File: src/hw/spi_pkg.sv
package spi_pkg;

    // Power-up wait in system clocks, scaled down from 1 ms.
    localparam int unsigned WAIT_CYCLES = 200;

    // SPI clock periods sent with chip select high before the first command.
    localparam int unsigned INIT_CLOCKS = 80;

    // SPI half periods in system clocks.
    // The slow rate stands in for the 400 kHz init clock.
    localparam int unsigned DIV_SLOW = 8;
    localparam int unsigned DIV_FAST = 2;

    // Address and data word width.
    localparam int unsigned WORD_BITS = 32;

    // Opcode byte, four address bytes, four data bytes.
    localparam int unsigned FRAME_BYTES = 9;

    // Opcode byte sent first in every frame.
    typedef enum logic [7:0] {
        OP_WRITE = 8'h02,
        OP_READ  = 8'h03
    } spi_op_e;

    // Controller states.
    typedef enum logic [2:0] {
        ST_POWER_WAIT,
        ST_INIT_CLK,
        ST_IDLE,
        ST_FRAME,
        ST_DONE
    } ctrl_state_e;

endpackage

File: src/hw/sd_spi_top.sv
`timescale 1ns/1ps

module sd_spi_top
    import spi_pkg::*;
(
    input  logic                 clk,
    input  logic                 rst,
    // Command side.
    input  logic                 cmd_valid_i,
    input  logic                 cmd_write_i,
    input  logic [WORD_BITS-1:0] cmd_addr_i,
    input  logic [WORD_BITS-1:0] wr_data_i,
    output logic                 ready_o,
    output logic                 done_o,
    output logic [WORD_BITS-1:0] rd_data_o,
    // SPI pins.
    output logic                 sclk_o,
    output logic                 mosi_o,
    output logic                 cs_n_o,
    input  logic                 miso_i
);

    logic       run;
    logic       fast;
    logic       rise;
    logic       fall;
    logic       load;
    logic [7:0] tx_byte;
    logic [7:0] rx_byte;
    logic       byte_done;

    // Sequencing of wait, init clocks and command frames.
    spi_master_ctrl u_ctrl (
        .clk         (clk),
        .rst         (rst),
        .cmd_valid_i (cmd_valid_i),
        .cmd_write_i (cmd_write_i),
        .cmd_addr_i  (cmd_addr_i),
        .wr_data_i   (wr_data_i),
        .rise_i      (rise),
        .byte_done_i (byte_done),
        .rx_byte_i   (rx_byte),
        .ready_o     (ready_o),
        .done_o      (done_o),
        .rd_data_o   (rd_data_o),
        .run_o       (run),
        .fast_o      (fast),
        .cs_n_o      (cs_n_o),
        .load_o      (load),
        .tx_byte_o   (tx_byte)
    );

    // SPI clock and edge ticks.
    spi_clock_gen u_clk_gen (
        .clk    (clk),
        .rst    (rst),
        .run_i  (run),
        .fast_i (fast),
        .sclk_o (sclk_o),
        .rise_o (rise),
        .fall_o (fall)
    );

    // Byte-wide data path.
    spi_shifter u_shifter (
        .clk         (clk),
        .rst         (rst),
        .load_i      (load),
        .tx_byte_i   (tx_byte),
        .rise_i      (rise),
        .fall_i      (fall),
        .miso_i      (miso_i),
        .mosi_o      (mosi_o),
        .rx_byte_o   (rx_byte),
        .byte_done_o (byte_done)
    );

endmodule

File: src/hw/spi_clock_gen.sv
`timescale 1ns/1ps

module spi_clock_gen
    import spi_pkg::*;
(
    input  logic clk,
    input  logic rst,
    input  logic run_i,
    input  logic fast_i,
    output logic sclk_o,
    output logic rise_o,
    output logic fall_o
);

    // Counts down the current half period.
    logic [3:0] half_cnt;
    logic [3:0] half_reload;

    // Last count of a half period for the selected rate.
    assign half_reload = fast_i ? 4'(DIV_FAST - 1) : 4'(DIV_SLOW - 1);

    always_ff @(posedge clk) begin
        if (rst) begin
            half_cnt <= 4'(DIV_SLOW - 1);
            sclk_o   <= 1'b0;
            rise_o   <= 1'b0;
            fall_o   <= 1'b0;
        end else begin
            rise_o <= 1'b0;
            fall_o <= 1'b0;
            if (!run_i) begin
                // Idle low and primed so the first half period is a full one.
                half_cnt <= half_reload;
                sclk_o   <= 1'b0;
            end else if (half_cnt == '0) begin
                half_cnt <= half_reload;
                sclk_o   <= ~sclk_o;
                // Ticks line up with the cycle the new level appears.
                rise_o   <= ~sclk_o;
                fall_o   <= sclk_o;
            end else begin
                half_cnt <= half_cnt - 4'd1;
            end
        end
    end

endmodule

File: src/hw/spi_master_ctrl.sv
`timescale 1ns/1ps

module spi_master_ctrl
    import spi_pkg::*;
(
    input  logic                 clk,
    input  logic                 rst,
    input  logic                 cmd_valid_i,
    input  logic                 cmd_write_i,
    input  logic [WORD_BITS-1:0] cmd_addr_i,
    input  logic [WORD_BITS-1:0] wr_data_i,
    input  logic                 rise_i,
    input  logic                 byte_done_i,
    input  logic [7:0]           rx_byte_i,
    output logic                 ready_o,
    output logic                 done_o,
    output logic [WORD_BITS-1:0] rd_data_o,
    output logic                 run_o,
    output logic                 fast_o,
    output logic                 cs_n_o,
    output logic                 load_o,
    output logic [7:0]           tx_byte_o
);

    ctrl_state_e state;

    // Power-up wait counter, reused for the tail of the last init clock.
    logic [7:0] wait_cnt;
    // Rising edges sent during init.
    logic [6:0] init_cnt;
    // Opcode in the top byte, then address and data.
    logic [8*FRAME_BYTES-1:0] frame_q;
    logic [3:0] byte_idx;
    logic [WORD_BITS-1:0] rd_acc;
    spi_op_e op_sel;
    logic is_read;

    assign op_sel  = cmd_write_i ? OP_WRITE : OP_READ;
    assign is_read = (frame_q[8*FRAME_BYTES-1 -: 8] == OP_READ);

    // Byte 0 is the opcode, sent first.
    assign tx_byte_o = frame_q[8 * (FRAME_BYTES - 1 - byte_idx) +: 8];

    always_ff @(posedge clk) begin
        if (rst) begin
            state    <= ST_POWER_WAIT;
            wait_cnt <= '0;
            init_cnt <= '0;
            byte_idx <= '0;
            ready_o  <= 1'b0;
            done_o   <= 1'b0;
            run_o    <= 1'b0;
            fast_o   <= 1'b0;
            cs_n_o   <= 1'b1;
            load_o   <= 1'b0;
        end else begin
            load_o <= 1'b0;
            case (state)
                ST_POWER_WAIT: begin
                    if (wait_cnt == 8'(WAIT_CYCLES - 1)) begin
                        wait_cnt <= '0;
                        run_o    <= 1'b1;
                        state    <= ST_INIT_CLK;
                    end else begin
                        wait_cnt <= wait_cnt + 8'd1;
                    end
                end
                ST_INIT_CLK: begin
                    if (init_cnt != 7'(INIT_CLOCKS)) begin
                        if (rise_i) begin
                            init_cnt <= init_cnt + 7'd1;
                        end
                    end else if (wait_cnt == 8'(DIV_SLOW - 3)) begin
                        // Timed so the clock drops at the end of its
                        // last full high half.
                        run_o   <= 1'b0;
                        fast_o  <= 1'b1;
                        ready_o <= 1'b1;
                        state   <= ST_IDLE;
                    end else begin
                        wait_cnt <= wait_cnt + 8'd1;
                    end
                end
                ST_IDLE: begin
                    if (cmd_valid_i && ready_o) begin
                        frame_q  <= {op_sel, cmd_addr_i, wr_data_i};
                        byte_idx <= '0;
                        ready_o  <= 1'b0;
                        cs_n_o   <= 1'b0;
                        run_o    <= 1'b1;
                        load_o   <= 1'b1;
                        state    <= ST_FRAME;
                    end
                end
                ST_FRAME: begin
                    if (byte_done_i) begin
                        // Last four bytes carry the read word, MSB first.
                        if (is_read && byte_idx >= 4'(FRAME_BYTES - 4)) begin
                            rd_acc <= {rd_acc[WORD_BITS-9:0], rx_byte_i};
                        end
                        if (byte_idx == 4'(FRAME_BYTES - 1)) begin
                            cs_n_o <= 1'b1;
                            run_o  <= 1'b0;
                            state  <= ST_DONE;
                        end else begin
                            byte_idx <= byte_idx + 4'd1;
                            load_o   <= 1'b1;
                        end
                    end
                end
                ST_DONE: begin
                    // First cycle raises done and the second returns to idle.
                    if (!done_o) begin
                        done_o <= 1'b1;
                    end else begin
                        done_o  <= 1'b0;
                        ready_o <= 1'b1;
                        state   <= ST_IDLE;
                    end
                end
                default: begin
                    state <= ST_POWER_WAIT;
                end
            endcase
        end
    end

    // Read result is published together with done.
    always_ff @(posedge clk) begin
        if (state == ST_DONE && !done_o && is_read) begin
            rd_data_o <= rd_acc;
        end
    end

endmodule

File: src/hw/spi_shifter.sv
`timescale 1ns/1ps

module spi_shifter (
    input  logic       clk,
    input  logic       rst,
    input  logic       load_i,
    input  logic [7:0] tx_byte_i,
    input  logic       rise_i,
    input  logic       fall_i,
    input  logic       miso_i,
    output logic       mosi_o,
    output logic [7:0] rx_byte_o,
    output logic       byte_done_o
);

    // Transmit bits leave from the top.
    logic [7:0] tx_sr;
    logic [7:0] rx_sr;
    // Rising edges seen in the current byte.
    logic [2:0] bit_cnt;
    // High from load until the eighth rising edge.
    logic       active;

    // Mode 0, so the MSB is on the line as soon as the byte is loaded.
    assign mosi_o = tx_sr[7];

    always_ff @(posedge clk) begin
        if (rst) begin
            tx_sr       <= '0;
            bit_cnt     <= '0;
            active      <= 1'b0;
            byte_done_o <= 1'b0;
        end else begin
            byte_done_o <= 1'b0;
            if (load_i) begin
                tx_sr   <= tx_byte_i;
                bit_cnt <= '0;
                active  <= 1'b1;
            end else if (active) begin
                // A falling edge before the first rise is the tail of the
                // previous byte and must not move the new MSB.
                if (fall_i && bit_cnt != '0) begin
                    tx_sr <= {tx_sr[6:0], 1'b0};
                end
                if (rise_i) begin
                    bit_cnt <= bit_cnt + 3'd1;
                    if (bit_cnt == 3'd7) begin
                        active      <= 1'b0;
                        byte_done_o <= 1'b1;
                    end
                end
            end
        end
    end

    // Receive path.
    // Sampled on the rising tick, a full half period after the slave
    // changed MISO.
    always_ff @(posedge clk) begin
        if (active && rise_i) begin
            rx_sr <= {rx_sr[6:0], miso_i};
            if (bit_cnt == 3'd7) begin
                rx_byte_o <= {rx_sr[6:0], miso_i};
            end
        end
    end

endmodule

File: config.mk
export PLATFORM = sky130hd
export DESIGN_NAME = sd_spi_top
export DESIGN_NICKNAME = d
export VERILOG_FILES = /design/src/hw/spi_pkg.sv /design/src/hw/sd_spi_top.sv /design/src/hw/spi_clock_gen.sv /design/src/hw/spi_master_ctrl.sv /design/src/hw/spi_shifter.sv
export SDC_FILE = /design/constraint.sdc
export NUM_CORES = 1
export LEC_CHECK = 0
export ABC_AREA = 1
export BUFFER_PORTS_ARGS = -buffer_cell sky130_fd_sc_hd__clkbuf_2
export CAP_MARGIN = 20
export CORE_ASPECT_RATIO = 1.1
export CORE_MARGIN = 3
export CORE_UTILIZATION = 51
export CTS_CLUSTER_SIZE = 12
export DETAILED_ROUTE_END_ITERATION = 10
export PLACE_DENSITY = 0.75
export SYNTH_ARGS = -nofsm -noshare
export SYNTH_HDL_FRONTEND = slang
export SYNTH_SLANG_ARGS = --single-unit
File: constraint.sdc
create_clock -name clk -period 4.3 [get_ports clk]
set_input_delay 0.645 -clock clk [delete_from_list [all_inputs] [get_ports clk]]
set_output_delay 0.645 -clock clk [all_outputs]
set_load 0.005 [all_outputs]
# Yosys cells after proc, flatten, opt, wreduce, memory -nomap -nowiden

Index checks and enable logic that the tools add are counted.

Word-level logic and storage cells: 138
Output and inout bits: 37
Register bits after elaboration: 199
Input bits: 69

Bitwise operators: 7
Shift-type cells: 1
Reductions and logical operators: 33
Magnitude comparators: 1
Equality and inequality tests: 19
Add/subtract/negate cells: 6
Muxes and demuxes: 48

Operators with widths:

| cell                                                                  | number |
|---|---|
| 72-bit by 33-bit indexed part select with 8-bit output                | 1 |
| 8-bit 2-to-1 mux                                                      | 6 |
| 3-bit 2-to-1 mux                                                      | 8 |
| 1-bit 2-to-1 mux                                                      | 22 |
| 4-bit 2-to-1 mux                                                      | 5 |
| 8-bit case mux with 2 select lines                                    | 1 |
| 3-bit case mux with 5 select lines                                    | 1 |
| 7-bit AND reduction                                                   | 2 |
| 2-bit by 1-bit != test with 1-bit output, second input constant       | 6 |
| 3-bit AND reduction                                                   | 4 |
| 4-bit AND reduction                                                   | 3 |
| 8-bit by 1-bit adder with 8-bit output, second input constant         | 1 |
| 8-bit by 2-bit equality test with 1-bit output, second input constant | 1 |
| 8-bit by 3-bit equality test with 1-bit output, second input constant | 1 |
| 8-bit equality test, second input constant                            | 1 |
| 4-bit case mux with 2 select lines                                    | 1 |
| 2-bit nonzero test                                                    | 4 |
| 7-bit by 1-bit adder with 7-bit output, second input constant         | 1 |
| 7-bit != test, second input constant                                  | 1 |
| 1-bit inverter                                                        | 7 |
| 3-bit by 2-bit equality test with 1-bit output, second input constant | 2 |
| 3-bit equality test, second input constant                            | 2 |
| 1-bit logical AND                                                     | 6 |
| 2-bit != test, second input constant                                  | 3 |
| 20 further kinds                                                      | 25 |

# Longest topological paths before layout

Gate-level depths: netlist of the first run.

Word-level depth: 5
Gate-level depth with buffers: 14
Gate-level depth less buffers: 11

# By module

A second synthesis of the first run with hierarchy kept.

Cells, all modules: 666
Area, all modules: 7616.1 µm²

Modules (own cells, without submodules):

| module          | sequential area each (µm²) | times used | area each (µm²) | cells each |
|---|---|---|---|---|
| spi_master_ctrl | 4434.3                     | 1          | 6197.2          | 517 |
| spi_shifter     | 710.7                      | 1          | 1102.3          | 104 |
| spi_clock_gen   | 140.1                      | 1          | 316.6           | 45 |

# Worst setup path after synthesis of the first run

No wires, ideal clock.

Kind: input to register
Start: input rst
End: register u_ctrl.frame_q[0] (enable)
Stages on the path: 3
Data required time: 3811 ps
Slack: 38 ps
Arrival time: 3773 ps
Library setup time: 489 ps
Buffers on the path: 2
Cells stage by stage: clkbuf_1 > clkbuf_1 > nor2_1

Cells in the longest elaborated chain, start to end: 2

Ends and longest elaborated chain:

| what                                 | RTL line              | RTL |
|---|---|---|
| from (decl)                          | sd_spi_top.sv:7       | `input logic rst,` |
| 1-bit inverter (no source line)      | n/a                   |  |
| 3-bit AND reduction (no source line) | n/a                   |  |
| to (signal assigned)                 | spi_master_ctrl.sv:86 | `frame_q <= {op_sel, cmd_addr_i, wr_data_i};` |
| to (decl)                            | spi_master_ctrl.sv:32 | `logic [8*FRAME_BYTES-1:0] frame_q;` |

Every way passes these cells.
A chain may end at the register's enable or synchronous reset.

# Final worst setup path of the first run

Start: register u_ctrl.byte_idx[0]
End: register u_ctrl.rd_acc[2] (enable)

Cells in the longest elaborated chain, start to end: 3

Ends and longest elaborated chain:

| what                                           | RTL line               | RTL |
|---|---|---|
| from (decl)                                    | spi_master_ctrl.sv:33  | `logic [3:0] byte_idx;` |
| from (signal assigned)                         | spi_master_ctrl.sv:106 | `byte_idx <= byte_idx + 4'd1;` |
| 4-bit by 3-bit >= comparator with 1-bit output | spi_master_ctrl.sv:98  | `if (is_read && byte_idx >= 4'(FRAME_BYTES - 4)) begin` |
| 1-bit logical AND                              | spi_master_ctrl.sv:98  |  |
| 4-bit AND reduction (no source line)           | n/a                    |  |
| to (signal assigned)                           | spi_master_ctrl.sv:99  | `rd_acc <= {rd_acc[WORD_BITS-9:0], rx_byte_i};` |
| to (decl)                                      | spi_master_ctrl.sv:34  | `logic [WORD_BITS-1:0] rd_acc;` |

Every way passes these cells.

==> results of run 1 <==
[state kept, by name, summed over array words and instances (netlist names), 3 cells and up]
register	cells
u_clk_gen.half_cnt	4
u_ctrl.rd_data_o	32
u_shifter.bit_cnt	3
u_shifter.rx_sr	7
u_ctrl.rd_acc	32
u_ctrl.byte_idx	4
u_ctrl.init_cnt	7
u_shifter.tx_sr	8
u_ctrl.frame_q	65
u_shifter.rx_byte_o	8
u_ctrl.state	3
u_ctrl.wait_cnt	8
[per-layer routing]
layer	global-route usage (%)	vias to the layer above	share of wire, %
met1	20.9	2190	44
met5	0	-	0
met2	26.5	134	48
met4	7.05	0	1.8
li1	-	2421	-
met3	4.29	21	5.8
[cells in the mapped netlist]
library cell	instances	area (sq um)
a21oi_1	33	165
ha_1	11	138
nand3_1	43	215
clkbuf_1	8	30.0
nand2_1	105	394
nand3_2	2	20.0
or2_2	1	6.26
a211oi_1	3	22.5
a31o_2	1	8.76
nor3_1	6	30.0
dfxtp_1	48	961
buf_2	9	45.0
or2_1	1	6.26
o211ai_1	12	90.1
o31ai_1	1	7.51
o21bai_1	1	7.51
xor2_1	3	26.3
edfxtp_1	144	4320
nor2_1	82	308
nand3b_1	3	22.5
nor4_1	1	6.26
nor2_2	3	18.8
nand4_1	4	25.0
inv_2	3	11.3
inv_1	60	225
nor3_4	1	16.3
o21a_1	1	7.51
o21ai_0	49	245
[worst max-delay path by stage]
stage	from	endpoint	slack [ps]	cells past startpoint
final	u_ctrl.byte_idx[0]	u_ctrl.rd_acc[2]	1600	6
after global routing	u_ctrl.byte_idx[0]	u_ctrl.rd_acc[13]	1370	6
after CTS	u_ctrl.byte_idx[0]	u_ctrl.rd_acc[13]	1570	6
after detailed placement	rst	u_ctrl.rd_acc[2]	1330	4
after global placement	rst	u_ctrl.rd_acc[0]	1410	4
after floorplan	rst	u_ctrl.frame_q[0]	40	3
[kinds of logic (layout without fill, tap and decap cells)]
group,after synthesis,in the layout
AOI/OAI and AO/OA,101,101
xor gates and xnor gates,3,3
adders and majority gates,11,11
buffers and inverters,80,202
DFF,192,192
and+or+nand+nor,252,252
[area by class of cell]
type                       instances  area (sq um)  area share (%)
multi-input combinational        367          1810            20.8
tap                              188           235            2.70
clock buffer                      19           453            5.21
timing repair buffer             107           541            6.21
inverter                          63           236            2.72
clock inverter                    13           136            1.57
sequential                       192          5290            60.8
[critical path, delay by kind of cell (launching register included)]
kind	cells	cell delay, ps
compound gates	2	950
fa+ha+maj	1	340
buf+inv	3	700
flops	1	310
[cells in the final DEF (no fill, tap or decap), types with 4 or more instances in the layout]
| master | synthesis | final |
|---|---|---|
| inv_8 | 0 | 5 |
| nor3_1 | 6 | 6 |
| nor2_1 | 82 | 80 |
| o21ai_0 | 49 | 49 |
| ha_1 | 11 | 11 |
| edfxtp_1 | 144 | 144 |
| inv_1 | 60 | 60 |
| o211ai_1 | 12 | 12 |
| nand3_1 | 43 | 43 |
| nand4_1 | 4 | 4 |
| a21oi_1 | 33 | 32 |
| clkbuf_2 | 0 | 105 |
| inv_6 | 0 | 4 |
| nand2_1 | 105 | 105 |
| clkbuf_16 | 0 | 17 |
| dfxtp_1 | 48 | 48 |
[through the flow]
step | setup WS, ps | cell area (sq um) | instances | total power (uW)
4_1_cts | 1570 | 8700 | 949 | 3820
2_1_floorplan | 38.3 | 7380 | 639 | 2220
6_report | 1600 | 8700 | 949 | 3780
3_3_place_gp | 1410 | 8110 | 917 | 2280
3_5_place_dp | 1330 | 8110 | 917 | 2290
5_1_grt | 1370 | 8700 | 949 | 3930
[power by group]
part           switching [uW]  total [uW]  internal, uW
logic                     135         217          81.4
registers                34.1        2040          2000
clock network             721        1530           806
total                     890        3780          2890
==> results.ini, run 1 <==
[critical_path]
path_cells = buf_4, inv_2, ha_1, inv_1, o21ai_0, a21oi_4
cp_data_arrival_time_ps = 2750
regToRegSetupSlack_ps = 1600
cp_slowest_cell = a21oi_4
startpoint_type = register
r2r_start = u_ctrl.byte_idx[0]
cp_data_required_time_ps = 4360
criticalPathCategory = reg2reg
end_kind = register
path_max_fanout = 38
ff2ff_path_depth = 6
max_stage_delay_ps = 820
regToRegEndpoint = u_ctrl.rd_acc[2]

[layout]
drive_gt1_share_pct = 20.1
nFillCells = 1109
final_core_util_pct = 62.3
antennaDiodeCount = 0
area.growth.synth_to_final_pct = 17.8
layout.nets = 828

[sta]
finalCritPeriodShare_pct = 62.7
finClkSkew_ps = 14.6
hold_slack_ps = 381
rsz0062_at_grt = false
finalSetupTns_ps = 0
worst_pin_slew_ps = 988
period_needed_ps = 2700
fmax_mhz = 371
setup_viol = 0
relSlewSlack_pct = 34.0
final_max_slew_viol_count = 0
hold_violations = 0

[route]
dr.pass1.iters = 4
drt_iter0_drc = 289
routed_wl_um = 12400
drc = 0
ant_nets = 0
vias = 4766
wl_per_cell_um = 13.1
vias_per_cell = 5.02

[clock_tree]
cts_buffer_depth = 2
htree_levels = 4
cts_made_buffers = 17
clk_pin_slew_ps = 70
cts_tree = built
cts_setup_buffers = 0
hold_buffers = 0
cts-root-buf = clkbuf_16
cts.sinks = 192
clkLatencyLatePin_ps = 440
cts_resized = 0

[grt]
antenna_found_initial = 0
grt_max_degree = 66
grt_pass1_vias = 4631
grt_overflow = 0
grt_pass1_wl_um = 20900
track_usage_pct = 16.4

[floorplanning]
placementRows = 45
die_w_um = 121
dieArea_sq_um = 16000
core_sq_um = 14000
fp.dieH_um = 132
start_util_pct = 52.9
ios = 106

[synth]
synth_cell_types = 28
synth_compound_area_share_pct = 7.51
ys_seq_area_share_pct = 71.6
synth_area_sq_um = 7380
synth_mux_area_share_pct = 0
ys_ff_latch = 192
yosys.area_share.simple_pct = 14.5
synthXorXnorAreaFrac_pct = 0.356
synth-adder-area-share_pct = 1.86
syn_nets = 719
synth.avg_cell_area_sq_um = 11.6
syn_inst = 639
yosys_warnings = 0
synth_top_family_by_area = simple AND/OR/NAND/NOR gates

[worst_hold_path]
holdPathEnd = u_ctrl.frame_q[60]
whs_path_depth = 1
hold_start = cmd_addr_i[28]
hp-class = in2reg

[placed_design]
dp_hpwl_um = 8550
port_buffers = 105
place_congestion = 0.840

[power]
p_leak_uw = 0.00334
peakVddDrop_mv = 0.341
powerDensity_nw_per_um2 = 435

[run_status]
outcome = finished clean

[run]
maxCapViolCount = 0

Power figures use the tool's default switching activity.
==> inputs of run 2 (changes only) <==
Clock period 4.3 ns to 2.4 ns, I/O delays scaled along.
==> run 2 against run 1 <==
Cell count is 1.2% higher. Final area is 1.5% higher. Clock power is 86% higher. Largest power group unchanged. First-iteration DRC count is 12% lower.
==> results.ini, run 2 (synthesis gave the netlist of run 1 again) <==
[critical_path]
cp.buffers_inverters = 2  ; -1
startpoint_type = register
cp_data_required_time_ps = 2760  ; -1600 ps
cp_data_arrival_time_ps = 2370  ; -380 ps
cp_top_family = compound AO/OA/AOI/OAI gates
cp_slowest_cell = dfxtp_1
path_max_fanout = 28  ; -26%
criticalPathCategory = reg2reg
max_stage_delay_ps = 400  ; -420 ps
end_kind = register
path_cells = inv_1, ha_1, inv_2, o21ai_0, o211ai_1, nand3_1, a21oi_1

[grt]
track_usage_pct = 16.9  ; +0.49 points
grt_pass1_vias = 4771  ; +3.0%
grt_overflow = 0  ; unchanged
grt_max_degree = 38  ; -42%
grt_pass1_wl_um = 21500  ; +2.8%
antenna_found_initial = 0  ; unchanged

[route]
drt_iter0_drc = 255  ; -12%
ant_nets = 0  ; unchanged
wl_met1_um = 5460  ; -0.76%
drc = 0  ; unchanged
vias_per_cell = 5.04  ; +0.39%
routed_wl_um = 12900  ; +3.4%
routed.top_layer = met4
dr.pass1.iters = 5  ; +1
wl_per_cell_um = 13.4  ; +2.2%
vias = 4840  ; +1.6%
wl_met3_um = 763  ; +5.5%
met2_length_um = 6410  ; +6.9%

[sta]
finClkSkew_ps = 7.42  ; -7.19 ps
hold_violations = 0  ; unchanged
hold_slack_ps = 96.1  ; -285 ps
period_needed_ps = 2010  ; -685 ps
relSlewSlack_pct = 55.9  ; +22 points
fmax_mhz = 497  ; +34%
setup_viol = 0  ; unchanged
rsz0062_at_grt = false
finalCritPeriodShare_pct = 83.8  ; +21 points
worst_pin_slew_ps = 658  ; -330 ps
finalSetupTns_ps = 0  ; unchanged
final_max_slew_viol_count = 0  ; unchanged

[layout]
max_flop_register = u_ctrl.frame_q
antennaDiodeCount = 0  ; unchanged
final_core_util_pct = 63.2  ; +0.90 points
multi_input_area_sq_um = 1810  ; unchanged
largest_reg_flops = 65  ; unchanged
drive_gt1_share_pct = 21.1  ; +1.0 points
seqCellArea_sq_um = 5290  ; unchanged
layout.nets = 839  ; +1.3%
area.growth.synth_to_final_pct = 19.5
final_cell_area_sq_um = 8830  ; +1.5%
final_cell_mix = edfxtp_1 (144), nand2_1 (105), clkbuf_2 (105), nor2_1 (80), inv_1 (60)
final_common_cell = edfxtp_1
reg_top3 = u_ctrl.frame_q (65), u_ctrl.rd_acc (32), u_ctrl.rd_data_o (32)
nFillCells = 1072  ; -3.3%

[power]
power_switching_uw = 1640  ; +84%
intPower_uw = 5250  ; +82%
p_clk_share_pct = 41.3  ; +0.9 points
sw_frac_of_total_pct = 23.8  ; +0.24 points
powerDensity_nw_per_um2 = 780  ; +80%
p_leak_uw = 0.00341  ; +2.1%
peakVddDrop_mv = 0.564  ; +66%
pwr-share-seq_pct = 53.0  ; -0.9 points
p_comb_share_pct = 5.7  ; about the same

[clock_tree]
hold_buffers = 0  ; unchanged
cts-root-buf = clkbuf_16
cts_buffer_depth = 2  ; unchanged
clk_pin_slew_ps = 80  ; about the same
htree_levels = 4  ; unchanged
clkLatencyLatePin_ps = 430  ; about the same
cts_resized = 0  ; unchanged
cts_tree = built
cts_made_buffers = 17  ; unchanged
cts.sinks = 192  ; unchanged
cts_setup_buffers = 0  ; unchanged

[placed_design]
port_buffers = 105  ; unchanged
dp_hpwl_um = 8850  ; +3.6%
dpl_cell_area_sq_um = 8210  ; +1.2%
place_congestion = 0.796  ; -5.2%

[floorplanning]
placementRows = 45  ; unchanged
start_util_pct = 52.9  ; unchanged
ios = 106  ; unchanged
fp.dieH_um = 132  ; unchanged
core_sq_um = 14000  ; unchanged
die_w_um = 121  ; unchanged
dieArea_sq_um = 16000  ; unchanged

[worst_hold_path]
hp-class = in2reg

[run_status]
outcome = finished clean

[run]
maxCapViolCount = 0  ; unchanged

## run 2: cell types whose count changed in the layout (fill, tap and decap cells not counted)
cell        change
clkinvlp_4      -1
clkbuf_8        -2
inv_6           -2
buf_12          +1
clkbuf_1        +1
clkinv_8        +3
clkinv_4        +2
clkinv_2        -1
inv_8           -1
bufinv_16       +1
buf_4          +10
## run 2: cell type report
class / count / share of cell area (%)
flip-flops and latches: 192 / 59.9
multi-input cells: 367 / 20.5
repair buffers: 118 / 7.20
clock buffers: 18 / 4.86
inverters: 63 / 2.68
well taps: 188 / 2.67
clock inverters: 14 / 2.17
## run 2: stage by stage
step	std cells	total power [uW]	setup slack, ps
global route	960	7150	262
floorplan	639	3970	47.8
global placement	928	4090	448
detailed placement	928	4110	411
CTS	960	6950	367
finish	960	6890	389
## run 2: metal layers
layer | up-vias | global-route usage [%]
met5 | - | 0
met4 | 0 | 6.36
met3 | 23 | 5.84
met2 | 158 | 27.8
met1 | 2221 | 20.5
li1 | 2438 | -
## run 2: final timing paths
path / start / to / slack [ps] / cells past startpoint
setup reg to reg: u_ctrl.byte_idx[1] / u_shifter.tx_sr[5] / 390 / 7
hold / removal: cmd_addr_i[19] / u_ctrl.frame_q[51] / 100 / 1
setup / recovery: u_ctrl.byte_idx[1] / u_shifter.tx_sr[5] / 390 / 7
hold reg to reg: u_shifter.rx_byte_o[3] / u_ctrl.rd_acc[3] / 410 / 0
## run 2: power groups by stage
stage	Sequential, uW	Clock (uW)	Combinational (uW)
after detailed placement	3720	0	388
after CTS	3650	2910	393
after global routing	3660	3040	451
final	3650	2840	395
after global placement	3720	0	374
after floorplan	3700	0	269
## run 2: worst register-to-register path: cells and delay by family, from the launching register on
family	cells	cell delay, ps
AOI/OAI and AO/OA	3	600
and+or+nand+nor	1	110
buffers and inverters	2	450
adders and majority gates	1	390
DFF	1	400
==> inputs of run 3 (changes only) <==
Clock period 2.4 ns to 1.61 ns, I/O delays scaled along.
==> run 3 against run 2 <==
Fmax up 26%. Sequential power increased by 49%. Routed wire length increased by 27%. Via count up 12%. Core utilization up 7.8 points. Sequential share of layout area shrank 6.4 points. Die area unchanged. Critical path depth increased by 1. Cell count increased by 9.1%. Combinational power rose by 150%. Register-to-register slack worse by 370 ps. First-iteration DRC count up 71%.
==> results.ini, run 3 (synthesis gave the netlist of run 1 again) <==
[layout]
drive_gt1_share_pct = 26.5  ; +5.4 points
antennaDiodeCount = 0  ; unchanged
largest_reg_flops = 65  ; unchanged
reg_top3 = u_ctrl.frame_q (65), u_ctrl.rd_acc (32), u_ctrl.rd_data_o (32)
final_cell_mix = edfxtp_1 (144), clkbuf_2 (105), nand2_1 (99), nor2_1 (72), dlygate4sd3_1 (65)
final_common_cell = edfxtp_1
max_flop_register = u_ctrl.frame_q
layout.nets = 926  ; +10%
area.growth.synth_to_final_pct = 34.3
stdcell_count = 1047  ; +9.1%

[placed_design]
dp_hpwl_um = 9180  ; +3.7%
dp_slack_ps = -27.4  ; -439 ps
dp.cells = 936  ; +0.86%
port_buffers = 105  ; unchanged
place_congestion = 0.850  ; +6.7%

[worst_hold_path]
hp-class = in2reg

[power]
power_switching_uw = 2640  ; +61%
powerDensity_nw_per_um2 = 1070  ; +37%
intPower_uw = 7920  ; +51%
p_total_uw = 10600  ; +53%
p_comb_share_pct = 9.2  ; +3.5 points
pwr-share-seq_pct = 51.6  ; -1.4 points
peakVddDrop_mv = 0.953  ; +69%
p_clk_share_pct = 39.2  ; -2.1 points
sw_frac_of_total_pct = 25.0  ; +1.2 points
p_leak_uw = 0.00383  ; +12%

[route]
ant_nets = 0  ; unchanged
vias = 5422  ; +12%
vias_per_cell = 5.18  ; +2.7%
dr.pass1.iters = 5  ; unchanged
drt_iter0_drc = 435  ; +71%
routed_wl_um = 16300  ; +27%
drc = 0  ; unchanged
wl_per_cell_um = 15.5  ; +16%

[critical_path]
cp_slowest_cell = dfxtp_4
path_cells = inv_4, ha_4, buf_6, nor2_1, o21ai_1, o211ai_1, nand3_1, a21oi_2
cp_data_required_time_ps = 1980  ; -780 ps
max_stage_delay_ps = 380  ; -20 ps
path_max_fanout = 5  ; -82%
cp_data_arrival_time_ps = 1960  ; -410 ps
criticalPathCategory = reg2reg
end_kind = register
startpoint_type = register

[clock_tree]
clk_pin_slew_ps = 70  ; about the same
cts_buffer_depth = 2  ; unchanged
cts_made_buffers = 17  ; unchanged
clkLatencyLatePin_ps = 440  ; about the same
cts_tree = built
htree_levels = 4  ; unchanged
cts.sinks = 192  ; unchanged
cts-root-buf = clkbuf_16

[sta]
setup_ws_ps = 19.2  ; -370 ps
rsz0062_at_grt = true
relSlewSlack_pct = 77.5  ; +22 points
finClkSkew_ps = 13.6  ; +6.13 ps
worst_pin_slew_ps = 337  ; -321 ps
fmax_mhz = 629  ; +26%
period_needed_ps = 1590  ; -420 ps
finalSetupTns_ps = 0  ; unchanged
final_max_slew_viol_count = 0  ; unchanged
finalCritPeriodShare_pct = 98.8  ; +15 points
setup_viol = 0  ; unchanged
hold_violations = 0  ; unchanged

[grt]
grt_overflow = 0  ; unchanged
grt_max_degree = 38  ; unchanged
grt_pass1_vias = 5452  ; +14%
track_usage_pct = 20.6  ; +3.8 points
antenna_found_initial = 0  ; unchanged
grt_pass1_wl_um = 26000  ; +21%

[floorplanning]
die_w_um = 121  ; unchanged
ios = 106  ; unchanged
placementRows = 45  ; unchanged
start_util_pct = 52.9  ; unchanged
core_sq_um = 14000  ; unchanged
fp.dieH_um = 132  ; unchanged
dieArea_sq_um = 16000  ; unchanged

[run]
maxCapViolCount = 0  ; unchanged

[run_status]
outcome = finished clean

run 3: changes by cell type in the layout (fill, tap and decap cells not counted), sizes merged:
cell and delta:
buf +18, bufbuf +1, bufinv -1, clkinv +1, clkinvlp +1, dlygate4sd3 +65, inv +2
run 3: through the flow:
stage	hold slack [ps]	utilization, %	cell area (sq um)
floorplan	340	-	7520
global placement	376	60.0	8380
detailed placement	405	60.0	8380
CTS	54.6	69.4	9700
global route	57.5	71.0	9920
finish	66.2	71.0	9920
run 3: final timing paths:
check                                          end                    from  slack (ps)  cells past startpoint
worst max register to register  u_shifter.tx_sr[5]      u_ctrl.byte_idx[0]          20                      8
worst min-delay path            u_ctrl.frame_q[64]             cmd_write_i          70                      2
worst min register to register    u_ctrl.rd_acc[4]  u_shifter.rx_byte_o[4]         420                      0
worst max-delay path            u_shifter.tx_sr[5]      u_ctrl.byte_idx[0]          20                      8
run 3: worst max-delay path: cells and delay by family (launching register included):
family / cells / cell delay, ps
flip-flops: 1 / 380
AO/OA/AOI/OAI: 3 / 350
adder cells (fa/ha/maj): 1 / 310
AND/OR/NAND/NOR: 2 / 290
buffers and inverters: 2 / 200
run 3: power groups by stage:
stage          registers [uW]  logic, uW  clock network [uW]
2_1_floorplan            5530        430                   0
3_3_place_gp             5540        662                   0
3_5_place_dp             5550        691                   0
4_1_cts                  5440        850                4190
5_1_grt                  5450       1070                4390
6_report                 5450        971                4150
run 3: timing repair:
action / 4_1_cts / 5_1_grt
pin swaps: 2 / 12
hold buffers: 65 / 0
resized for setup: 5 / 44
gates cloned: 1 / 3
buffers inserted: 3 / 7
setup endpoints to repair: 97 / 103
hold endpoints to repair: 66 / 0
run 3: final cells by class:
class                      instances  area, sq um
tap                              188          235
multi-input combinational        367         1980
sequential                       192         5300
timing repair buffer             203         1520
fill                             961         4050
clock buffer                      17          425
timing repair inverter             2         17.5
inverter                          63          256
clock inverter                    15          178
run 3: per-layer routing:
metal / routed length [um] / share of wire [%] / track usage [%]
met1: 6300 / 39 / 24.1
met2: 8560 / 53 / 36.5
met3: 969 / 6.0 / 5.11
met5: 0 / 0 / 0
met4: 449 / 2.8 / 7.81
